==> src/common/epu_param_params.svh <==
`ifndef EPU_PARAM_PARAMS_SVH
`define EPU_PARAM_PARAMS_SVH

// parameter SRAM geometry
`define PARAM_DEPTH 16
`define PARAM_AW    4
`define PARAM_DW    32

// engine datapath widths, both signed
`define SAMPLE_W    16
`define RESULT_W    32

// SRAM write request codes
`define WRITE_ENB   1'b1
`define WRITE_DIS   1'b0

`endif

==> src/common/epu_param_pkg.sv <==
`include "epu_param_params.svh"

package epu_param_pkg;

  // host write strobe with its address and data
  typedef struct packed {
    logic                 wr;
    logic [`PARAM_AW-1:0] addr;
    logic [`PARAM_DW-1:0] data;
  } host_wr_t;

  // one access on the single SRAM port
  typedef struct packed {
    logic                 cs;
    logic                 we;
    logic [`PARAM_AW-1:0] addr;
    logic [`PARAM_DW-1:0] wdata;
  } sram_req_t;

  // word 0 layout
  typedef struct packed {
    logic [22:0]          rsvd;
    logic [4:0]           shift;
    logic [`PARAM_AW-1:0] num_ch;
  } param_hdr_t;

  // words 1..15 layout
  typedef struct packed {
    logic signed [15:0] scale;
    logic signed [15:0] bias;
  } param_coef_t;

  // header at address 0, coefficient everywhere else
  typedef union packed {
    param_hdr_t  hdr;
    param_coef_t coef;
  } param_word_u;

  typedef enum logic [2:0] {
    IDLE      = 3'h0,
    LOAD      = 3'h1,
    HDR_RD    = 3'h2,
    HDR_LATCH = 3'h3,
    RUN       = 3'h4
  } param_state_t;

endpackage

==> src/param_buf/param_buf_ctrl.sv <==
`timescale 1ns/10ps
`include "epu_param_params.svh"

module param_buf_ctrl (
  input  logic                     clk,
  input  logic                     rst,
  input  logic                     enb_i,
  input  epu_param_pkg::host_wr_t  host_i,
  input  logic                     load_done_i,
  input  logic                     sample_valid_i,
  input  logic [`PARAM_AW-1:0]     chan_idx_i,
  output epu_param_pkg::sram_req_t sram_req_o,
  output logic                     hdr_latch_o,
  output logic                     sample_take_o,
  output logic                     cnt_restart_o,
  output logic                     ready_o
);

  import epu_param_pkg::*;

  param_state_t state_q;
  param_state_t state_d;
  logic         host_acc;
  logic         done_acc;

  // host writes are blocked while the header is being fetched
  assign host_acc = enb_i & host_i.wr & (state_q inside {IDLE, LOAD, RUN});
  assign done_acc = enb_i & load_done_i & (state_q == LOAD);

  assign ready_o       = (state_q == RUN);
  assign sample_take_o = sample_valid_i & ready_o;
  assign hdr_latch_o   = (state_q == HDR_LATCH);
  // counter restarts together with the header latch
  assign cnt_restart_o = (state_q == HDR_LATCH);

  always_ff @(posedge clk or posedge rst) begin
    if (rst) begin
      state_q <= IDLE;
    end else begin
      state_q <= state_d;
    end
  end

  always_comb begin
    state_d = state_q;
    case (state_q)
      IDLE: begin
        if (host_acc) state_d = LOAD;
      end
      LOAD: begin
        if (done_acc) state_d = HDR_RD;
      end
      HDR_RD:    state_d = HDR_LATCH;
      HDR_LATCH: state_d = RUN;
      RUN: begin
        // any host write means new parameters are coming
        if (host_acc) state_d = LOAD;
      end
      default:   state_d = IDLE;
    endcase
  end

  // SRAM port mux
  always_comb begin
    sram_req_o    = '0;
    sram_req_o.we = `WRITE_DIS;
    if (host_acc) begin
      // write wins the port, a sample in the same cycle sees the last rdata
      sram_req_o.cs    = 1'b1;
      sram_req_o.we    = `WRITE_ENB;
      sram_req_o.addr  = host_i.addr;
      sram_req_o.wdata = host_i.data;
    end else if (state_q == HDR_RD) begin
      // header lives at address 0
      sram_req_o.cs   = 1'b1;
      sram_req_o.addr = '0;
    end else if (sample_take_o) begin
      sram_req_o.cs   = 1'b1;
      sram_req_o.addr = chan_idx_i;
    end
  end

endmodule

==> src/param_buf/param_sram.sv <==
`timescale 1ns/10ps
`include "epu_param_params.svh"

module param_sram (
  input  logic                     clk,
  input  epu_param_pkg::sram_req_t req_i,
  output logic [`PARAM_DW-1:0]     rdata_o
);

  logic [`PARAM_DW-1:0] mem [0:`PARAM_DEPTH-1];

  // single port, one access per cycle
  always_ff @(posedge clk) begin
    if (req_i.cs) begin
      if (req_i.we == `WRITE_ENB) begin
        mem[req_i.addr] <= req_i.wdata;
      end else begin
        // read data holds until the next read
        rdata_o <= mem[req_i.addr];
      end
    end
  end

endmodule

==> src/verilog/chan_index_cnt.sv <==
`timescale 1ns/10ps
`include "epu_param_params.svh"

module chan_index_cnt (
  input  logic                 clk,
  input  logic                 rst,
  input  logic                 restart_i,
  input  logic                 step_i,
  input  logic [`PARAM_AW-1:0] num_ch_i,
  output logic [`PARAM_AW-1:0] idx_o
);

  logic [`PARAM_AW-1:0] idx_q;
  logic                 at_last;

  // a count of 0 acts like 1 since idx never drops below 1
  assign at_last = (idx_q >= num_ch_i);

  always_ff @(posedge clk or posedge rst) begin
    if (rst) begin
      idx_q <= `PARAM_AW'(1);
    end else if (restart_i) begin
      idx_q <= `PARAM_AW'(1);
    end else if (step_i) begin
      if (at_last) begin
        idx_q <= `PARAM_AW'(1);
      end else begin
        idx_q <= idx_q + `PARAM_AW'(1);
      end
    end
  end

  assign idx_o = idx_q;

endmodule

==> src/verilog/epu_param_top.sv <==
`timescale 1ns/10ps
`include "epu_param_params.svh"

module epu_param_top (
  input  logic                        clk,
  input  logic                        rst,
  input  logic                        enb_i,
  input  epu_param_pkg::host_wr_t     host_i,
  input  logic                        load_done_i,
  input  logic                        sample_valid_i,
  input  logic signed [`SAMPLE_W-1:0] sample_i,
  output logic                        ready_o,
  output logic                        out_valid_o,
  output logic signed [`RESULT_W-1:0] result_o
);

  import epu_param_pkg::*;

  sram_req_t            sram_req;
  param_word_u          sram_rdata;
  logic                 hdr_latch;
  logic                 sample_take;
  logic                 cnt_restart;
  logic [`PARAM_AW-1:0] chan_idx;
  logic [`PARAM_AW-1:0] num_ch;

  param_buf_ctrl param_buf_ctrl_i (
    .clk            (clk),
    .rst            (rst),
    .enb_i          (enb_i),
    .host_i         (host_i),
    .load_done_i    (load_done_i),
    .sample_valid_i (sample_valid_i),
    .chan_idx_i     (chan_idx),
    .sram_req_o     (sram_req),
    .hdr_latch_o    (hdr_latch),
    .sample_take_o  (sample_take),
    .cnt_restart_o  (cnt_restart),
    .ready_o        (ready_o)
  );

  param_sram param_sram_i (
    .clk     (clk),
    .req_i   (sram_req),
    .rdata_o (sram_rdata)
  );

  // index advances on every accepted sample
  chan_index_cnt chan_index_cnt_i (
    .clk       (clk),
    .rst       (rst),
    .restart_i (cnt_restart),
    .step_i    (sample_take),
    .num_ch_i  (num_ch),
    .idx_o     (chan_idx)
  );

  scale_bias_unit scale_bias_unit_i (
    .clk           (clk),
    .rst           (rst),
    .hdr_latch_i   (hdr_latch),
    .sample_take_i (sample_take),
    .sample_i      (sample_i),
    .rdata_i       (sram_rdata),
    .num_ch_o      (num_ch),
    .out_valid_o   (out_valid_o),
    .result_o      (result_o)
  );

endmodule

==> src/verilog/scale_bias_unit.sv <==
`timescale 1ns/10ps
`include "epu_param_params.svh"

module scale_bias_unit (
  input  logic                          clk,
  input  logic                          rst,
  input  logic                          hdr_latch_i,
  input  logic                          sample_take_i,
  input  logic signed [`SAMPLE_W-1:0]   sample_i,
  input  epu_param_pkg::param_word_u    rdata_i,
  output logic [`PARAM_AW-1:0]          num_ch_o,
  output logic                          out_valid_o,
  output logic signed [`RESULT_W-1:0]   result_o
);

  import epu_param_pkg::*;

  param_coef_t                 coef;
  logic [`PARAM_AW-1:0]        num_ch_q;
  logic [4:0]                  shift_q;
  logic signed [`SAMPLE_W-1:0] s1_sample;
  logic                        s1_valid;
  logic signed [`RESULT_W-1:0] product;
  logic signed [`RESULT_W-1:0] shifted;
  logic signed [`RESULT_W-1:0] bias_ext;
  logic signed [`RESULT_W-1:0] sum;

  // header fields, captured once per load
  always_ff @(posedge clk or posedge rst) begin
    if (rst) begin
      num_ch_q <= '0;
      shift_q  <= '0;
    end else if (hdr_latch_i) begin
      num_ch_q <= rdata_i.hdr.num_ch;
      shift_q  <= rdata_i.hdr.shift;
    end
  end

  assign num_ch_o = num_ch_q;

  // stage 1, sample waits for its coefficient read
  always_ff @(posedge clk or posedge rst) begin
    if (rst) begin
      s1_valid <= 1'b0;
    end else begin
      s1_valid <= sample_take_i;
    end
  end

  always_ff @(posedge clk) begin
    if (sample_take_i) begin
      s1_sample <= sample_i;
    end
  end

  // stage 2 arithmetic
  assign coef     = rdata_i.coef;
  assign product  = $signed(s1_sample) * $signed(coef.scale);
  assign shifted  = product >>> shift_q;
  assign bias_ext = $signed(coef.bias);
  assign sum      = shifted + bias_ext;

  always_ff @(posedge clk or posedge rst) begin
    if (rst) begin
      out_valid_o <= 1'b0;
    end else begin
      out_valid_o <= s1_valid;
    end
  end

  always_ff @(posedge clk) begin
    if (s1_valid) begin
      result_o <= sum;
    end
  end

endmodule
==> config.mk <==
export PLATFORM = sky130hd
export DESIGN_NAME = epu_param_top
export DESIGN_NICKNAME = d
export VERILOG_FILES = /design/src/common/epu_param_pkg.sv /design/src/param_buf/param_buf_ctrl.sv /design/src/param_buf/param_sram.sv /design/src/verilog/chan_index_cnt.sv /design/src/verilog/epu_param_top.sv /design/src/verilog/scale_bias_unit.sv
export VERILOG_INCLUDE_DIRS = /design/src /design/src/common
export SDC_FILE = /design/constraint.sdc
export NUM_CORES = 1
export LEC_CHECK = 0
export BUFFER_PORTS_ARGS = -buffer_cell sky130_fd_sc_hd__buf_4
export CORE_MARGIN = 2
export CORE_UTILIZATION = 30
export CTS_BUF_LIST = sky130_fd_sc_hd__clkbuf_16
export CTS_CLUSTER_SIZE = 14
export DETAILED_ROUTE_END_ITERATION = 16
export PLACE_DENSITY = 0.48
export SYNTH_ARGS = -nofsm -noshare
export SYNTH_HDL_FRONTEND = slang
export SYNTH_HIERARCHICAL = 1
export SYNTH_SLANG_ARGS = --single-unit
==> constraint.sdc <==
create_clock -name clk -period 22.1 [get_ports clk]
set_input_delay 4.42 -clock clk [delete_from_list [all_inputs] [get_ports clk]]
set_output_delay 4.42 -clock clk [all_outputs]
set_load 0.05 [all_outputs]
==> summary.md, run 1 <==
| Metric | Value |
|---|---|
| Setup slack, reg-to-reg | 11210 ps |
| Drt first pass iters | 5 |
| Gate Count Post-Synth | around 2800 |
| Crit-path max FO | 19 |
| Worst setup margin | 11210 ps |
| Number of synthesized register bits | 610 |
| Vias in the first global route | 24031 |
| Most Frequent Cell on Critical Path | fa_1 |
| Slew margin rel. | 0.277 |
| Global router's overall resource usage | 0.158 |
| DR vias | about 23000 |
| # IOs | slightly above 90 |
| DP HPWL | 66100 um |
| CP arrival | between 10000 and 15000 ps |
| Yosys warns | 6 |
| Hold_sp | param_sram_i/rdata_o[6]$_DFFE_PP_ |
| Most frequent cells in the layout | 592 x edfxtp_1, 329 x inv_1, 263 x fa_1 |
| Fin cells | around 4600 |
| Die area | approximately 130000 um^2 |
| Post-DP Area | about 40000 um^2 |
| Seq/Total Area, Yosys | 0.485 |
| Clk slew on worst S/H paths | around 60 ps |
| Ratio of cells with drive above 1 in the final layout | 0.159 |
| Routability congestion estimate | about 0.85 |
| CP endpoint kind | flip-flop |
| CTS tree | built |
| H-tree depth | 3 |
| Hold Crit Class | reg -> reg |
| Critical path launch point type | flip-flop |
| Hold Fails Final Rpt | 0 |
| Fraction of registers with async set/reset | 0.0295 |
| Setup violators final | 0 |
| Post-synth top area cell | edfxtp_1 |
| Slew Viols, Final | 0 |
| Clock buffer depth | 3 |
| WP data required | about 23000 ps |
| Setup WS pre-CTS | 11280 ps |
| Syn_nets | roughly 3200 |
| Die outline height | 358 um |
| Global-route wire length before repair | 153000 um |
| Final net count | 3301 |
| CTS Hold Buffers Added | 0 |
| Hold Path End | scale_bias_unit_i/shift_q[2]$_DFFE_PP0P_ |
| Tightest Pin Transition | 1080 ps |
| Initial antenna violation count | 1 |
| Clock root cell | clkbuf_16 |
| Most common cell after layout, fill and taps aside | edfxtp_1 |
| Count of unique library cells instantiated by Yosys | 112 |
| Worst Hold Depth | 2 |
| Pin count of the biggest net entering global routing | a little over 60 |
| Mapped Area | about 38000 um^2 |
| Routed Antenna Nets | 0 |
| Die W | 358 um |
| Postcts setup bufs | 0 |
| Setup Skew | ~30 ps |
| Row count | 129 |
| Worst R2R End | scale_bias_unit_i/result_o[30]$_DFFE_PP_ |
| Clock buffer count from CTS | 71 |
| Layout area overhead | 12.8% |
| Area contributors post-synth | edfxtp_1 47%, fa_1 14%, mux4_2 8.2%, ha_1 3.9%, inv_1 3.1% |
| Crit path largest cell delay | 900 ps |
| Crit share post-route | 0.493 |
| Initial DRC count | 1719 |
| CP Class | reg -> reg |
| Via density | around 5 |
| Reg2reg path depth | 30 |
| Post-CTS Resized | 0 |
| Reg-to-reg critical path startpoint | param_sram_i/rdata_o[18]$_DFFE_PP_ |
| PortBufs | 91 |
| Routed len/inst | between 20 and 25 um |
| GR Overflow Total | 0 |
| Post-synth top area share | 0.473 |
| Status | finished, final reports clean |
| Initial Utilization | 0.303 |
| Post-synth EDFFs | roughly 590 |
| Setup tns final | 0 ps |
| DRC | 0 |
| F_max | ~0.092 GHz |
| Clk sinks | 610 |
| DRT Wirelength | approximately 100000 um |
| Core box area | between 100000 and 150000 um^2 |
| Clk_lat worst skew | 650 ps |
| Slowest CP cell | fa_1 |
| Period minus WS final | between 10000 and 15000 ps |
| Ys flop type | edfxtp_1 |
| Design Area, Final | ~42000 um^2 |
| Max_cap viols | 0 |
| DP Cell Count | about 4400 |
| Unrepaired setup endpoints after global routing | false |
| Fillers | 12124 |
| Mean Syn Cell Area | about 13 um^2 |
-- worst max-delay path: cells and delay by family, from the launching register on --
family / cells / cell delay [ps]
AOI/OAI and AO/OA: 12 / 3210
xor gates and xnor gates: 1 / 840
DFF: 1 / 790
and+or+nand+nor: 6 / 1350
buffers and inverters: 3 / 210
adders and majority gates: 8 / 4330
-- state kept, by name (all words and copies together) (netlist names), 3 cells and up --
signal and count:
param_sram_i/mem 512, param_sram_i/rdata_o 32, scale_bias_unit_i/result_o 32, scale_bias_unit_i/s1_sample 16, scale_bias_unit_i/shift_q 5, chan_index_cnt_i/idx_o 4
scale_bias_unit_i/num_ch_o 4, param_buf_ctrl_i/state_q 3
-- cell usage after synthesis, drive strengths merged, types with 12 or more instances --
library cell	count
o21a	14
mux2	12
nor2	112
a221oi	16
a21o	32
a31oi	12
dfrtp	17
mux4	137
and3	12
o22ai	12
nand4	18
o21ai	56
a22oi	65
a21oi	80
nand2	240
nor2b	12
edfxtp	592
a211oi	28
ha	118
nor3	34
mux2i	23
buf	47
o211ai	23
nand2b	13
and2	167
inv	311
xnor2	40
clkbuf	100
nand3	26
fa	263
o31ai	12
-- per-layer routing --
layer / up-vias / part of all wire / global-route usage
li1: 10346 / - / -
met1: 11876 / 0.45 / 0.218
met2: 450 / 0.49 / 0.269
met3: 95 / 0.040 / 0.0208
met4: 0 / 0.013 / 0.0290
met5: - / 0 / 0
-- through the flow --
step	hold WS (ps)	util
floorplan	459	-
global placement	480	0.323
detailed placement	496	0.323
CTS	508	0.342
global route	534	0.342
finish	508	0.342
-- logic make-up (layout without fill, tap and decap cells) --
group	after synthesis	count (layout)	share of synthesized area
compound gates	463	463	0.0942
xor+xnor	50	50	0.0120
mux	172	172	0.0918
other cells	0	1	0
simple gates	673	673	0.0887
flops	610	610	0.485
buf+inv	458	572	0.0494
fa+ha+maj	381	381	0.179
-- final cells by class --
type / count / area, um^2 / share of cell area
clock inverter: 61 / 531 / 0.0125
clock buffer: 71 / 1780 / 0.0419
multi-input combinational: 1739 / 17700 / 0.417
timing repair buffer: 129 / 968 / 0.0228
inverter: 311 / 1170 / 0.0275
tap: 1637 / 2050 / 0.0483
antenna: 1 / 2.50 / 0.0000590
sequential: 610 / 18200 / 0.430
-- worst max path at each step --
stage / from / end / slack (ps) / cells past startpoint
after floorplan: scale_bias_unit_i/s1_sample[15]$_DFFE_PP_ / scale_bias_unit_i/result_o[30]$_DFFE_PP_ / 12730 / 33
after global placement: param_sram_i/rdata_o[17]$_DFFE_PP_ / scale_bias_unit_i/result_o[31]$_DFFE_PP_ / 11360 / 30
after detailed placement: param_sram_i/rdata_o[17]$_DFFE_PP_ / scale_bias_unit_i/result_o[30]$_DFFE_PP_ / 11280 / 30
after CTS: param_sram_i/rdata_o[17]$_DFFE_PP_ / scale_bias_unit_i/result_o[30]$_DFFE_PP_ / 11240 / 30
after global routing: param_sram_i/rdata_o[17]$_DFFE_PP_ / scale_bias_unit_i/result_o[30]$_DFFE_PP_ / 10470 / 30
final: param_sram_i/rdata_o[18]$_DFFE_PP_ / scale_bias_unit_i/result_o[30]$_DFFE_PP_ / 11210 / 30
Power of run 1 is not shown: default switching activity piles up to over one toggle a cycle in this logic, so the estimate is an artifact.
==> run 2: changes to the inputs <==
==> constraint.sdc (replaced) <==
create_clock -name clk -period 11.34 [get_ports clk]
set_input_delay 2.268 -clock clk [delete_from_list [all_inputs] [get_ports clk]]
set_output_delay 2.268 -clock clk [all_outputs]
set_load 0.05 [all_outputs]
==> run 2 against run 1 <==
Against the previous run: routed wire length about the same; worst hold slack got worse by 8.2 ps; global-route usage about the same; sequential cell count unchanged; non-clock buffer count increased by 2; critical path depth increased by 1; setup slack got worse by 10000 ps; final cell count decreased by 0.15%; maximum frequency increased by 4.8%; first-iteration DRC count increased by 13%; design area decreased by 0.15%; critical path type unchanged; largest cell class unchanged.
==> summary.md, run 2 (synthesized netlist as in run 1, its figures left out) <==
| Metric | Value |
|---|---|
| Status | finished, final reports clean |
| Clk sinks | 610 (unchanged) |
| Most flops, register | param_sram_i/mem |
| Drt first pass iters | 5 (unchanged) |
| CP Class | reg -> reg |
| Reg-to-reg critical path startpoint | scale_bias_unit_i/s1_sample[15]$_DFFE_PP_ |
| Setup tns final | 0 ps (unchanged) |
| Final net count | 3302 (+0.030%) |
| Crit share post-route | 0.916 (+0.423) |
| Vias in the first global route | 23867 (-0.68%) |
| Slew margin rel. | 0.306 (+0.0291) |
| Most frequent cells in the layout | 592 x edfxtp_1, 319 x inv_1, 262 x fa_1 |
| Initial Utilization | 0.303 (unchanged) |
| DP Cell Count | 4428 (+0.045%) |
| Crit-path max FO | 16 (-3) |
| Unrepaired setup endpoints after global routing | false |
| Max reg flops | 512 (unchanged) |
| Fin cells | 4552 (-0.15%) |
| Slowest CP cell | fa_2 |
| Post-DP Area | 40100 um^2 (about the same) |
| Global router's overall resource usage | 0.158 (about the same) |
| Wire length on met3 | 5080 um (+26%) |
| Top Layer Used | met5 |
| Clock root cell | clkbuf_16 |
| CP endpoint kind | flip-flop |
| Die area | 128000 um^2 (unchanged) |
| H-tree depth | 3 (unchanged) |
| Via density | 5.04 (+0.83%) |
| Postcts setup bufs | 0 (unchanged) |
| Most common cell after layout, fill and taps aside | edfxtp_1 |
| # IOs | 92 (unchanged) |
| Wire length on met2 | 47400 um (-3.5%) |
| Routed Antenna Nets | 0 (unchanged) |
| Ratio of cells with drive above 1 in the final layout | 0.159 (about the same) |
| DRC | 0 (unchanged) |
| Tightest Pin Transition | 1040 ps (-43.5 ps) |
| DP HPWL | 66000 um (-0.18%) |
| Global-route wire length before repair | 152000 um (-0.44%) |
| DR vias | 22921 (+0.68%) |
| Setup Skew | 24.7 ps (-5.29 ps) |
| Hold Crit Class | reg -> reg |
| Clock buffer depth | 3 (unchanged) |
| Core box area | 124000 um^2 (unchanged) |
| Layout area overhead | 12.6% |
| Initial DRC count | 1947 (+13%) |
| Met1 WL | 45200 um (-0.13%) |
| Core Util, Final | 0.341 (-0.000525) |
| CP Launch Point | scale_bias_unit_i/s1_sample[15]$_DFFE_PP_ |
| Biggest regs | param_sram_i/mem: 512 flops, param_sram_i/rdata_o: 32 flops, scale_bias_unit_i/result_o: 32 flops |
| Period minus WS final | 10390 ps (-502 ps) |
| Pin count of the biggest net entering global routing | 114 (+87%) |
| PortBufs | 91 (unchanged) |
| Die W | 358 um (unchanged) |
| Die outline height | 358 um (unchanged) |
| Clock buffer count from CTS | 70 (-1.4%) |
| Routed len/inst | 21.9 um (+0.21%) |
| Slew Viols, Final | 0 (unchanged) |
| Initial antenna violation count | 5 (+4) |
| Hold_sp | param_sram_i/rdata_o[5]$_DFFE_PP_ |
| Hold Fails Final Rpt | 0 (unchanged) |
| GR Overflow Total | 0 (unchanged) |
| Design Area, Final | 42400 um^2 (-0.15%) |
| Clk_lat worst skew | 630 ps (-20 ps) |
| Routability congestion estimate | 0.846 (-0.61%) |
| F_max | 0.0962 GHz (+4.8%) |
| Crit path largest cell delay | 790 ps (-110 ps) |
| Critical path launch point type | flip-flop |
| DRT Wirelength | 99800 um (about the same) |
| CTS tree | built |
| Clk slew on worst S/H paths | 60 ps (about the same) |
| CP arrival | 10880 ps (-490 ps) |
| Setup violators final | 0 (unchanged) |
| Row count | 129 (unchanged) |
| WP data required | 11830 ps (-10750 ps) |
| Max_cap viols | 0 (unchanged) |
| Most Frequent Cell on Critical Path | fa_1 |
[run 2: layout make-up]
class | instances | area (um^2)
fillers | 12103 | 81800
flip-flops and latches | 610 | 18200
multi-input cells | 1739 | 17700
well taps | 1637 | 2050
clock buffers | 74 | 1850
inverters | 311 | 1170
repair buffers | 131 | 996
clock inverters | 49 | 360
diodes | 1 | 2.50
[run 2: repair_timing]
item                                    in CTS  in global routing
hold buffers                                 0                  0
endpoints found under the setup margin       0                  1
gates resized for setup                      0                  1
[run 2: layer usage]
layer  up-vias  track usage
met2       559        0.259
met4         2       0.0374
met3       115       0.0240
met1     11916        0.222
li1      10329            -
met5         -            0
[run 2: path summary, 6_finish.rpt]
check,slack [ps],depth (start not counted),to
worst min register to register,500,2,scale_bias_unit_i/shift_q[1]$_DFFE_PP0P_
max in group asynchronous,9240,2,scale_bias_unit_i/shift_q[1]$_DFFE_PP0P_
worst min-delay path,500,2,scale_bias_unit_i/shift_q[1]$_DFFE_PP0P_
worst max register to register,950,31,scale_bias_unit_i/result_o[30]$_DFFE_PP_
min in group asynchronous,1550,2,param_buf_ctrl_i/state_q[1]$_DFFE_PP0P_
worst max-delay path,950,31,scale_bias_unit_i/result_o[30]$_DFFE_PP_
[run 2: critical path, delay by kind of cell, from the launching register on]
| kind | cells | cell delay [ps] |
|---|---|---|
| buf+inv | 3 | 190 |
| fa+ha+maj | 9 | 4520 |
| compound gates | 14 | 3750 |
| flops | 1 | 620 |
| simple gates | 5 | 1170 |
[run 2: through the flow]
stage	setup WS (ps)	hold WS, ps
after floorplan	1970	459
after global placement	916	488
after detailed placement	824	497
after CTS	807	504
after global routing	115	526
final	948	500
Power of run 2 is left out for the same reason.
